[config.mk]
export PLATFORM = sky130hd
export DESIGN_NAME = sprite_scan_top
export DESIGN_NICKNAME = d
export VERILOG_FILES = /design/src/source/ts_geom_pkg.sv /design/src/source/ts_task_pkg.sv /design/src/source/sprite_lane_if.sv /design/src/source/sprite_desc_file.sv /design/src/source/sprite_lane.sv /design/src/source/sprite_task_issuer.sv /design/src/source/sprite_scan_top.sv
export SDC_FILE = /design/constraint.sdc
export NUM_CORES = 2
export LEC_CHECK = 0
export BUFFER_PORTS_ARGS = -buffer_cell sky130_fd_sc_hd__buf_4
export CAP_MARGIN = 30
export CORE_MARGIN = 2
export CORE_UTILIZATION = 45
export CTS_CLUSTER_DIAMETER = 100
export DETAILED_ROUTE_END_ITERATION = 6
export PLACE_DENSITY = 0.72
export SYNTH_ARGS = -nofsm -noshare
export SYNTH_HDL_FRONTEND = slang
export SYNTH_HIERARCHICAL = 1
export SYNTH_SLANG_ARGS = --single-unit
[constraint.sdc]
create_clock -name clk -period 12.82 [get_ports clk]
set_input_delay 3.205 -clock clk [delete_from_list [all_inputs] [get_ports clk]]
set_output_delay 3.205 -clock clk [all_outputs]
set_load 0.01 [all_outputs]
[src/source/ts_geom_pkg.sv]
`default_nettype none

package ts_geom_pkg;

	// video line number and screen coordinate
	localparam int LINE_W = 9;

	// descriptor file words
	localparam int WORD_W = 16;
	localparam int SFILE_AW = 8;
	localparam int DESC_WORDS = 3;

	// field widths
	localparam int SZ_W = 3;
	localparam int TNUM_W = 12;
	localparam int PAL_W = 4;
	localparam int ADDR_W = 6;
	// 8 pixel cells, size field counts cells minus one
	localparam int CELL_SH = 3;
	localparam int YMAX_W = SZ_W + CELL_SH;

	// word 0 layout
	localparam int W0_YCRD_POS = 0;
	localparam int W0_YSZ_POS = 9;
	localparam int W0_ACT_POS = 13;
	localparam int W0_YFLP_POS = 15;

	// word 1 layout
	localparam int W1_XCRD_POS = 0;
	localparam int W1_XSZ_POS = 9;
	localparam int W1_XFLP_POS = 15;

	// word 2 layout
	localparam int W2_TNUM_POS = 0;
	localparam int W2_PAL_POS = 12;

endpackage

`default_nettype wire

[src/source/ts_task_pkg.sv]
`default_nettype none

package ts_task_pkg;

	import ts_geom_pkg::*;

	// decoded sprite descriptor
	typedef struct packed {
		logic [LINE_W-1:0] ycrd;
		logic [SZ_W-1:0] ysz;
		logic act;
		logic yflp;
		logic [LINE_W-1:0] xcrd;
		logic [SZ_W-1:0] xsz;
		logic xflp;
		logic [TNUM_W-1:0] tnum;
		logic [PAL_W-1:0] pal;
	} sprite_desc_t;

	// one job for the line renderer
	typedef struct packed {
		logic [LINE_W-1:0] x;
		logic [SZ_W-1:0] xs;
		logic xf;
		// bitmap line within graphics page
		logic [LINE_W-1:0] line;
		// word within bitmap line
		logic [ADDR_W-1:0] addr;
		logic [PAL_W-1:0] pal;
	} sprite_task_t;

	// raw words to fields
	function automatic sprite_desc_t desc_decode(
		input logic [WORD_W-1:0] w0,
		input logic [WORD_W-1:0] w1,
		input logic [WORD_W-1:0] w2
	);
		sprite_desc_t d;
		d.ycrd = w0[W0_YCRD_POS +: LINE_W];
		d.ysz = w0[W0_YSZ_POS +: SZ_W];
		d.act = w0[W0_ACT_POS];
		d.yflp = w0[W0_YFLP_POS];
		d.xcrd = w1[W1_XCRD_POS +: LINE_W];
		d.xsz = w1[W1_XSZ_POS +: SZ_W];
		d.xflp = w1[W1_XFLP_POS];
		d.tnum = w2[W2_TNUM_POS +: TNUM_W];
		d.pal = w2[W2_PAL_POS +: PAL_W];
		return d;
	endfunction

endpackage

`default_nettype wire

[src/source/sprite_lane_if.sv]
`timescale 1ns/1ps
`default_nettype none

interface sprite_lane_if
	import ts_geom_pkg::*, ts_task_pkg::*;
();

	// group strobe, same cycle in all lanes
	logic load;
	// descriptor of this lane's sprite
	sprite_desc_t desc;
	// line latched at scan start
	logic [LINE_W-1:0] line;

	// lane result
	logic hit;
	sprite_task_t tsk;

	// issuer consumed the task
	logic take;

	// descriptor file side
	modport reader (
		output load,
		output desc,
		output line
	);

	// issuer side
	// load tells the issuer that a fresh group sits in the lanes
	modport issuer (
		input load,
		input hit,
		input tsk,
		output take
	);

	// evaluator side
	modport lane (
		input load,
		input desc,
		input take,
		output hit,
		output tsk
	);

endinterface

`default_nettype wire

[src/source/sprite_desc_file.sv]
`timescale 1ns/1ps
`default_nettype none

module sprite_desc_file
	import ts_geom_pkg::*, ts_task_pkg::*;
#(
	parameter int NUM_SPR = 64,
	parameter int LANES = 4
)(
	input logic clk,
	input logic rst,
	input logic start,
	input logic [LINE_W-1:0] line,
	input logic [SFILE_AW-1:0] sfile_addr,
	input logic [WORD_W-1:0] sfile_data,
	input logic sfile_we,
	input logic group_done,
	output logic scan_done,
	sprite_lane_if.reader lanes [LANES]
);

	localparam int GRPS = NUM_SPR / LANES;
	localparam int ROWS = GRPS * DESC_WORDS;
	localparam int RW = (ROWS > 1) ? $clog2(ROWS) : 1;
	localparam int GW = (GRPS > 1) ? $clog2(GRPS) : 1;
	localparam int PH_W = $clog2(DESC_WORDS + 1);

	// read sequencer
	logic busy;
	logic [PH_W-1:0] ph;
	logic [GW-1:0] grp;
	// group handed to lanes, issuer not done yet
	logic outst;
	logic group_load;
	logic rd_en;
	logic [RW-1:0] rd_row;
	logic [LINE_W-1:0] line_r;

	// cpu write decode
	logic [SFILE_AW-1:0] wr_spr;
	logic [SFILE_AW-1:0] wr_word;
	logic [SFILE_AW-1:0] wr_bank;
	logic [SFILE_AW-1:0] wr_grp;
	logic [RW-1:0] wr_row;
	logic wr_ok;

	// word 3k+j of sprite k, sprite k in bank k mod LANES
	always_comb
	begin
		wr_spr = sfile_addr / SFILE_AW'(DESC_WORDS);
		wr_word = sfile_addr % SFILE_AW'(DESC_WORDS);
		wr_bank = wr_spr % SFILE_AW'(LANES);
		wr_grp = wr_spr / SFILE_AW'(LANES);
		wr_row = RW'(wr_grp) * RW'(DESC_WORDS) + RW'(wr_word);
		wr_ok = sfile_we && (wr_spr < SFILE_AW'(NUM_SPR));
	end

	// one word per bank per cycle, last phase holds word 2 on rd_q
	assign rd_en = busy && (ph < PH_W'(DESC_WORDS));
	assign rd_row = RW'(grp) * RW'(DESC_WORDS) + RW'(ph);
	assign group_load = busy && (ph == PH_W'(DESC_WORDS));

	always_ff @(posedge clk)
	begin
		if (rst)
		begin
			busy <= 1'b0;
			ph <= '0;
			grp <= '0;
			outst <= 1'b0;
			scan_done <= 1'b0;
		end
		else
		begin
			scan_done <= 1'b0;
			if (start)
			begin
				// restart from group 0 even mid scan
				busy <= 1'b1;
				ph <= '0;
				grp <= '0;
				outst <= 1'b0;
			end
			else if (busy)
			begin
				if (group_load)
				begin
					busy <= 1'b0;
					ph <= '0;
					outst <= 1'b1;
				end
				else
					ph <= ph + 1'b1;
			end
			else if (outst && group_done)
			begin
				outst <= 1'b0;
				if (grp == GW'(GRPS - 1))
					scan_done <= 1'b1;
				else
				begin
					// next group request
					grp <= grp + 1'b1;
					busy <= 1'b1;
				end
			end
		end
	end

	// line held for the whole scan
	always_ff @(posedge clk)
		if (start)
			line_r <= line;

	genvar g;
	generate
		for (g = 0; g < LANES; g++)
		begin : g_bank
			logic [WORD_W-1:0] mem [ROWS];
			logic [WORD_W-1:0] rd_q;
			logic [WORD_W-1:0] w0_r;
			logic [WORD_W-1:0] w1_r;

			always_ff @(posedge clk)
			begin
				if (wr_ok && (wr_bank == SFILE_AW'(g)))
					mem[wr_row] <= sfile_data;
				if (rd_en)
					rd_q <= mem[rd_row];
			end

			// words 0 and 1 parked while word 2 is read
			always_ff @(posedge clk)
			begin
				if (busy && (ph == PH_W'(1)))
					w0_r <= rd_q;
				if (busy && (ph == PH_W'(2)))
					w1_r <= rd_q;
			end

			assign lanes[g].load = group_load;
			assign lanes[g].desc = desc_decode(w0_r, w1_r, rd_q);
			assign lanes[g].line = line_r;
		end
	endgenerate

	// a group goes out only after the issuer released the previous one
	a_no_overlap: assert property (@(posedge clk) disable iff (rst)
		group_load |-> !outst);

	// issuer only finishes groups that were delivered
	a_done_known: assert property (@(posedge clk) disable iff (rst || start)
		group_done |-> outst);

endmodule

`default_nettype wire

[src/source/sprite_lane.sv]
`timescale 1ns/1ps
`default_nettype none

module sprite_lane
	import ts_geom_pkg::*, ts_task_pkg::*;
(
	input logic clk,
	input logic rst,
	input logic [LINE_W-1:0] line,
	sprite_lane_if.lane lane
);

	// line inside sprite, modulo 512 so sprites wrap past line 511
	logic [LINE_W-1:0] offs;
	// last covered line of the sprite
	logic [YMAX_W-1:0] ymax;
	logic [YMAX_W-1:0] bm_offs;
	logic [LINE_W-1:0] bm_base;
	logic vis;

	logic hit_r;
	sprite_task_t tsk_r;

	always_comb
	begin
		offs = line - lane.desc.ycrd;
		ymax = {lane.desc.ysz, {CELL_SH{1'b1}}};
		vis = lane.desc.act && (offs <= LINE_W'(ymax));
		// y flip mirrors within the sprite height
		if (lane.desc.yflp)
			bm_offs = ymax - offs[YMAX_W-1:0];
		else
			bm_offs = offs[YMAX_W-1:0];
		// upper tile bits select the bitmap row of 8 lines
		bm_base = {lane.desc.tnum[TNUM_W-1:ADDR_W], {CELL_SH{1'b0}}};
	end

	// hit valid one cycle after load
	// take clears it once the renderer got the task
	always_ff @(posedge clk)
	begin
		if (rst)
			hit_r <= 1'b0;
		else if (lane.load)
			hit_r <= vis;
		else if (lane.take)
			hit_r <= 1'b0;
	end

	// task fields, only meaningful with hit
	always_ff @(posedge clk)
	begin
		if (lane.load)
		begin
			tsk_r.x <= lane.desc.xcrd;
			tsk_r.xs <= lane.desc.xsz;
			tsk_r.xf <= lane.desc.xflp;
			tsk_r.line <= bm_base + LINE_W'(bm_offs);
			tsk_r.addr <= lane.desc.tnum[ADDR_W-1:0];
			tsk_r.pal <= lane.desc.pal;
		end
	end

	assign lane.hit = hit_r;
	assign lane.tsk = tsk_r;

	// issuer never takes an empty lane
	a_take_hit: assert property (@(posedge clk) disable iff (rst)
		lane.take |-> lane.hit);

endmodule

`default_nettype wire

[src/source/sprite_task_issuer.sv]
`timescale 1ns/1ps
`default_nettype none

module sprite_task_issuer
	import ts_geom_pkg::*, ts_task_pkg::*;
#(
	parameter int NUM_SPR = 64,
	parameter int LANES = 4
)(
	input logic clk,
	input logic rst,
	input logic start,
	input logic tsr_rdy,
	sprite_lane_if.issuer lanes [LANES],
	output logic group_done,
	output logic tsr_go,
	output logic [LINE_W-1:0] tsr_x,
	output logic [SZ_W-1:0] tsr_xs,
	output logic tsr_xf,
	output logic [LINE_W-1:0] tsr_line,
	output logic [ADDR_W-1:0] tsr_addr,
	output logic [PAL_W-1:0] tsr_pal
);

	localparam int PW = (LANES > 1) ? $clog2(LANES) : 1;

	// lane results gathered for indexing by the pointer
	logic [LANES-1:0] hit_v;
	logic [LANES-1:0] take_v;
	sprite_task_t tsk_v [LANES];

	logic grp_load;
	logic busy;
	logic [PW-1:0] ptr;
	logic cur_hit;
	sprite_task_t cur_tsk;
	// pointer moves on
	logic step;

	genvar g;
	generate
		for (g = 0; g < LANES; g++)
		begin : g_lane
			assign hit_v[g] = lanes[g].hit;
			assign tsk_v[g] = lanes[g].tsk;
			assign take_v[g] = tsr_go && (ptr == PW'(g));
			assign lanes[g].take = take_v[g];
		end
	endgenerate

	// all lanes load together
	assign grp_load = lanes[0].load;

	assign cur_hit = hit_v[ptr];
	assign cur_tsk = tsk_v[ptr];

	// empty lane skipped in one cycle while a hit lane waits for the renderer
	assign tsr_go = busy && cur_hit && tsr_rdy;
	assign step = busy && (!cur_hit || tsr_rdy);

	always_ff @(posedge clk)
	begin
		if (rst)
		begin
			busy <= 1'b0;
			ptr <= '0;
			group_done <= 1'b0;
		end
		else
		begin
			group_done <= 1'b0;
			if (start)
			begin
				// drop whatever group was in flight
				busy <= 1'b0;
				ptr <= '0;
			end
			else if (grp_load)
			begin
				busy <= 1'b1;
				ptr <= '0;
			end
			else if (step)
			begin
				if (ptr == PW'(LANES - 1))
				begin
					busy <= 1'b0;
					group_done <= 1'b1;
				end
				else
					ptr <= ptr + 1'b1;
			end
		end
	end

	// renderer task from the lane under the pointer
	assign tsr_x = cur_tsk.x;
	assign tsr_xs = cur_tsk.xs;
	assign tsr_xf = cur_tsk.xf;
	assign tsr_line = cur_tsk.line;
	assign tsr_addr = cur_tsk.addr;
	assign tsr_pal = cur_tsk.pal;

	// renderer accepts a task only when ready
	a_go_rdy: assert property (@(posedge clk) disable iff (rst)
		tsr_go |-> tsr_rdy);

endmodule

`default_nettype wire

[src/source/sprite_scan_top.sv]
`timescale 1ns/1ps
`default_nettype none

module sprite_scan_top
	import ts_geom_pkg::*;
#(
	parameter int NUM_SPR = 64,
	parameter int LANES = 4
)(
	input logic clk,
	input logic rst,
	input logic start,
	input logic [LINE_W-1:0] line,
	input logic [SFILE_AW-1:0] sfile_addr,
	input logic [WORD_W-1:0] sfile_data,
	input logic sfile_we,
	input logic tsr_rdy,
	output logic tsr_go,
	output logic [LINE_W-1:0] tsr_x,
	output logic [SZ_W-1:0] tsr_xs,
	output logic tsr_xf,
	output logic [LINE_W-1:0] tsr_line,
	output logic [ADDR_W-1:0] tsr_addr,
	output logic [PAL_W-1:0] tsr_pal,
	output logic scan_done
);

	// one bus per lane
	sprite_lane_if lane_bus [LANES] ();

	// issuer released the current group
	logic group_done;

	sprite_desc_file #(
		.NUM_SPR (NUM_SPR),
		.LANES (LANES)
	) u_desc_file (
		.clk (clk),
		.rst (rst),
		.start (start),
		.line (line),
		.sfile_addr (sfile_addr),
		.sfile_data (sfile_data),
		.sfile_we (sfile_we),
		.group_done (group_done),
		.scan_done (scan_done),
		.lanes (lane_bus)
	);

	// lane evaluators, line comes latched from the descriptor file
	genvar g;
	generate
		for (g = 0; g < LANES; g++)
		begin : g_lane
			sprite_lane u_lane (
				.clk (clk),
				.rst (rst),
				.line (lane_bus[g].line),
				.lane (lane_bus[g])
			);
		end
	endgenerate

	sprite_task_issuer #(
		.NUM_SPR (NUM_SPR),
		.LANES (LANES)
	) u_issuer (
		.clk (clk),
		.rst (rst),
		.start (start),
		.tsr_rdy (tsr_rdy),
		.lanes (lane_bus),
		.group_done (group_done),
		.tsr_go (tsr_go),
		.tsr_x (tsr_x),
		.tsr_xs (tsr_xs),
		.tsr_xf (tsr_xf),
		.tsr_line (tsr_line),
		.tsr_addr (tsr_addr),
		.tsr_pal (tsr_pal)
	);

endmodule

`default_nettype wire

## Word-level counts from Yosys, hierarchy flattened

Memories as Yosys holds them, arrays and structs flattened. A register that Yosys moved wholly into a read port is not among the register bits.
Cells that the tools add are included.

| word-level totals | value |
|---|---|
| output and inout bits | 34 |
| input port bits | 38 |
| RAM bits | 3072 |
| memories kept | 4 |
| flip-flop bits (word level) | 282 |

| cells by class | value |
|---|---|
| reductions and logical operators | 40 |
| div/mod/pow operators | 2 |
| bitwise operators | 6 |
| equality and inequality tests | 11 |
| multipliers | 2 |
| mux-type cells | 39 |
| add/sub/neg operators | 17 |
| magnitude comparators | 8 |

Memory list:

| memory | words | bits a word | read ports | clocked after Yosys merged registers in | write ports | line | source |
|---|---|---|---|---|---|---|---|
| u_desc_file.g_bank[0].mem | 48 | 16 | 1 | 1 | 1 | sprite_desc_file.sv:119 | `logic [WORD_W-1:0] mem [ROWS];` |
| u_desc_file.g_bank[1].mem | 48 | 16 | 1 | 1 | 1 | sprite_desc_file.sv:119 |  |
| u_desc_file.g_bank[2].mem | 48 | 16 | 1 | 1 | 1 | sprite_desc_file.sv:119 |  |
| u_desc_file.g_bank[3].mem | 48 | 16 | 1 | 1 | 1 | sprite_desc_file.sv:119 |  |

Operators by type and width:

| kind | count |
|---|---|
| $bmux 32 s2 | 1 |
| $mux 32 | 2 |
| $add 9x6->9 | 4 |
| $le 9x6->1 | 4 |
| $sub 9x9->9 | 4 |
| $mux 1 | 30 |
| $mux 6 | 4 |
| $sub 6x6->6 | 4 |
| $logic_and 1x1->1 | 21 |
| $reduce_bool 2->1 | 7 |
| $eq 2x2->1 const B | 6 |
| $div 8x2->8 const B | 1 |
| $logic_not 8->1 | 1 |
| $lt 8x7->1 const B | 1 |
| $mod 8x2->8 const B | 1 |
| $reduce_or 4->1 | 2 |
| $add 6x2->6 | 1 |
| $add 6x6->6 | 1 |
| $eq 2x1->1 const B | 3 |
| $mul 4x2->6 const B | 1 |
| $mul 6x2->6 const B | 1 |
| $reduce_and 2->1 | 3 |
| $not 1->1 | 5 |
| $add 2x1->2 const B | 2 |
| 15 further kinds | 15 |

## Longest topological paths before layout

| logic depth | value |
|---|---|
| depth after elaboration | 7 |
| depth in mapped cells | 26 |

## Hierarchy

Netlist, hierarchy kept.

Modules (own cells, without submodules):

| module | seq. area each (um^2) | instances | cells each | area an instance (um^2) |
|---|---|---|---|---|
| sprite_desc_file | 97863.9 | 1 | 5217 | 124848.5 |
| sprite_lane (g_lane[0].u_lane ...) | 980.9 | 3 | 134 | 1747.9 |
| sprite_lane (g_lane[3].u_lane) | 980.9 | 1 | 133 | 1731.7 |
| sprite_task_issuer | 80.1 | 1 | 75 | 1102.3 |

## Worst setup path before layout

No wires, ideal clock.

| timing | value |
|---|---|
| path type | in2reg |
| start point | input port sfile_addr[6] |
| end point | memory u_desc_file.g_bank[1].mem[35][0], enable pin |
| required time | 12.411 ns |
| buffers on the path | 4 |
| data arrival time | 9.597 ns |
| setup slack | 2.814 ns |
| library setup time | 0.409 ns |
| cell stages on the path | 24 |
| cell sequence | buf_6 or4b_1 mux2i_1 and2_1 a211o_4 ha_1 clkbuf_1 nor2_1 o211ai_1 o21ai_0 ha_1 nand3b_1 buf_2 nand2_1 nand2_1 fa_1 ha_1 fa_1 a21o_1 a21oi_1 xor2_1 xnor2_2 buf_2 nor3_1 |

| on the way | value |
|---|---|
| longest elaborated chain between the ends | 6 |
| elaborated cells between the ends (all ways) | 10 |
| those cells by class | add/sub (1); mul (1); div (2); order compare (1); eq/ne (1); mux (2); reduce/logical (2) |

RTL lines:

| item | line | source |
|---|---|---|
| start: declaration | sprite_scan_top.sv:14 | `input logic [SFILE_AW-1:0] sfile_addr,` |
| parallel branches: the longest is 6 deep, another holds $div 8x2->8 | n/a |  |
| end: declaration | sprite_desc_file.sv:119 |  |

Several ways; the timed one is not identified.

## Worst setup path after layout

| timing | value |
|---|---|
| start point | input port sfile_addr[7] |
| end point | memory u_desc_file.g_bank[0].mem[5][12], enable pin |

| on the way | value |
|---|---|
| longest elaborated chain between the ends | 6 |
| elaborated cells between the ends (all ways) | 10 |
| those cells by class | add/sub (1); mul (1); div (2); order compare (1); mux (2); reduce/logical (3) |

RTL lines:

| item | line |
|---|---|
| parallel branches: the longest is 6 deep, another holds $div 8x2->8 | n/a |
| end: declaration | sprite_desc_file.sv:119 |

Several ways; the timed one is not identified.

==> metrics.yaml <==
sta:
  finalHoldViolCount: 0
  layout_min_cycle_time_ps: 10060
  timing.fmax_ghz: 0.0994
  grt_setup_unrepaired: "false"
  fin_setup_tns_ps: 0
  period_share_pct: 78.5
  worst_slew_pin_slew_ps: 1110
  relSlewSlack_pct: 26.2
  skew_ps: 69.5
  finalSetupViolCount: 0
  slew_violations: 0
logic_synthesis:
  synthDistinctLibCells: 79
  synth-main-ff-cell: "edfxtp_1"
  ys_seq_area_share_pct: 76.6
  netlist_area_sq_um: 133000
  syn-num-nets: 5970
  ys.warnings.count: 6
  syn_area_per_cell_sq_um: 22.8
  netlist_instances: 5827
  synth-seq-cells: 3398
  synthArstFlopShare_pct: 0
  synth_edf_count: 3381
status:
  outcome: "finished, violations left"
  violations: "DRC"
layout:
  layout-drive-gt1-share_pct: 30.6
  final_nets: 6303
  area_growth_pct: 13.5
min_path:
  whs_path_depth: 0
  hold_path_class: "reg2reg"
  min_from: "u_desc_file/g_bank[0].w1_r[11]$_DFFE_PP_"
placed_design:
  dp_hpwl_mm: 198
  gp_congestion: 0.893
  port_buffers: 71
drt:
  wl_per_cell_um: 31.6
  via_per_inst: 6.14
  first_pass_iters: 7
  drc: 20
  vias: 63600
  routed_wl_mm: 326
  drt_iter0_drc: 9844
  ant_nets: 0
clocking:
  clockBufferDepth: 4
  clock_sinks: 3398
  insertion_delay_ps: 890
  postCtsSetupBuffers: 0
  cts_hold_buffers: 0
  cts.repair.resized: 0
  cts_root_buf: "clkbuf_16"
  cts.htree.levels: 5
  numCtsBuffers: 340
  clk_pin_slew_ps: 60
  cts_tree: "yes"
floorplan:
  die_y_um: 548
  ios: 72
  rows: 199
  start_util_pct: 45.2
  die_width_um: 548
  core-area_sq_um: 294000
  dieArea_sq_um: 300000
power_and_ir_drop:
  seqPwrFrac_pct: 51.8
  p_sw_mw: 5.53
  p_comb_share_pct: 7.7
  finalPower_mw: 24.2
  p_clk_share_pct: 40.5
  vdd_drop_max_mv: 0.158
  swShare_pct: 22.8
  p_leak_nw: 45.7
  pwr_density_cell_nw_per_um2: 161
  p_int_mw: 18.7
worst_setup_path:
  worst-r2r-setup-slack_ps: 6700
  r2r_cells: 11
  r2r_start: "u_desc_file/grp[0]$_SDFFE_PP0P_"
  crit_start: "sfile_addr[7]"
  crit_path_max_fanout: 22
  endpoint_kind: "flop"
  required_ps: 13280
  startpoint_type: "input pin"
  crit_type: "in2reg"
  critPathArrivalTime_ps: 10520
flow_run:
  drv_cap: 0
grt:
  grt_pass1_vias: 62600
  global_route.overflow_total: 0
  grt_pass1_wl_mm: 467
  grt_max_degree: 129
  grt_antenna_before_repair: 15
  grtUsageTotal_pct: 21.6
synthesized netlist by cell type, types with 25 or more instances:
master    instances  share of area (%)
buf_1            63               0.18
a21oi_1         118               0.44
a211oi_1         33               0.19
buf_4            31               0.18
nor2b_1          27               0.13
nand2_1          68               0.19
nor3_1          102               0.38
mux4_2          978                 17
ha_1             86               0.81
clkbuf_1        187               0.53
nor2_1          214               0.60
inv_1            99               0.28
mux2i_1          73               0.55
o21ai_0          33               0.12
edfxtp_1       3381                 76
buf_2            25              0.094
xnor2_1          44               0.29
layout make-up:
cell class                 count  area, sq um
timing repair buffer         311         2840
multi-input combinational   2010        29900
antenna                        4         10.0
clock inverter               201         2080
inverter                      99          372
tap                         3919         4900
fill                       22100       143000
sequential                  3398       102000
clock buffer                 404         8850
power by group through the flow:
stage / clock, mW / combinational, mW / sequential, mW
after floorplan: 0 / 0.904 / 12.7
after global placement: 0 / 1.75 / 12.8
after detailed placement: 0 / 1.80 / 12.8
after CTS: 9.93 / 1.81 / 12.5
after global routing: 10.3 / 1.92 / 12.6
final: 9.81 / 1.86 / 12.5
critical path, cell delays in order:
cell      delay [ps]
buf_4            180
or4b_1           560
mux2i_1          180
and2_1           170
a211o_4          160
ha_1             460
nor2_1           210
o211ai_1         150
o21ai_0          190
ha_1             260
and3b_1          730
nand2_1          110
nand2_1          130
fa_1             430
ha_1             250
fa_1             810
nand2_1          150
nor2_1           490
nand2_1          700
nor2_2           990
placed cells by master (no fill, tap or decap), types with 73 or more instances in the layout:
cell	Yosys	final
ha_1	86	84
mux2i_1	73	73
nor3_2	5	97
inv_1	99	99
a21oi_1	118	117
mux4_2	978	978
edfxtp_1	3381	3381
buf_4	31	248
nor2_1	214	157
clkbuf_16	0	344
metrics by stage:
stage	instances	utilization, %	setup slack [ps]	cell area, sq um	hold slack [ps]
CTS	10300	51.3	2880	151000	414
floorplan	5827	-	2810	133000	400
finish	10300	51.3	2760	151000	411
global route	10300	51.3	2440	151000	421
detailed placement	9725	47.5	1950	140000	405
global placement	9696	47.4	1860	139000	401
path summary, 6_finish.rpt:
path / to
max reg2reg: u_desc_file/g_bank[1].rd_q[8]$_DFFE_PP_
max: u_desc_file/g_bank[0].mem[5][12]$_DFFE_PP_
min reg2reg: g_lane[0].u_lane/lane.tsk[22]$_DFFE_PP_
min: g_lane[0].u_lane/lane.tsk[22]$_DFFE_PP_
sequential cells by signal (all words and copies together) (netlist names), 2 cells and up:
register and cells:
g_lane.u_lane/lane.hit 4, g_lane.u_lane/lane.tsk 128, u_desc_file/g_bank.w0_r 56, u_desc_file/g_bank.w1_r 52, u_desc_file/lanes.line 9, u_issuer/ptr 2, u_desc_file/g_bank.rd_q 64, u_desc_file/grp 4
u_desc_file/ph 2, u_desc_file/g_bank.mem 3072
kinds of logic (layout without fill, tap and decap cells):
logic type / count (synthesis) / count (layout) / share of synthesized area, %
buffers and inverters: 419 / 1015 / 1.37
DFF: 3398 / 3398 / 76.6
and+or+nand+nor: 513 / 513 / 1.96
xor gates and xnor gates: 69 / 69 / 0.480
muxes: 1054 / 1054 / 17.2
adders and majority gates: 105 / 105 / 1.10
AOI/OAI and AO/OA: 269 / 269 / 1.31
other: 0 / 4 / 0
layer usage:
metal / vias to the layer above / routed length [um] / global-route usage, % / part of all wire [%]
met1: 33700 / 124000 / 30.7 / 38
met4: 8 / 11200 / 6.83 / 3.4
met3: 533 / 35600 / 4.27 / 11
li1: 25200 / - / - / -
met2: 4082 / 155000 / 33.9 / 48
met5: - / 58 / 0 / 0.018
Note: power is estimated with default switching activity, not from simulation.
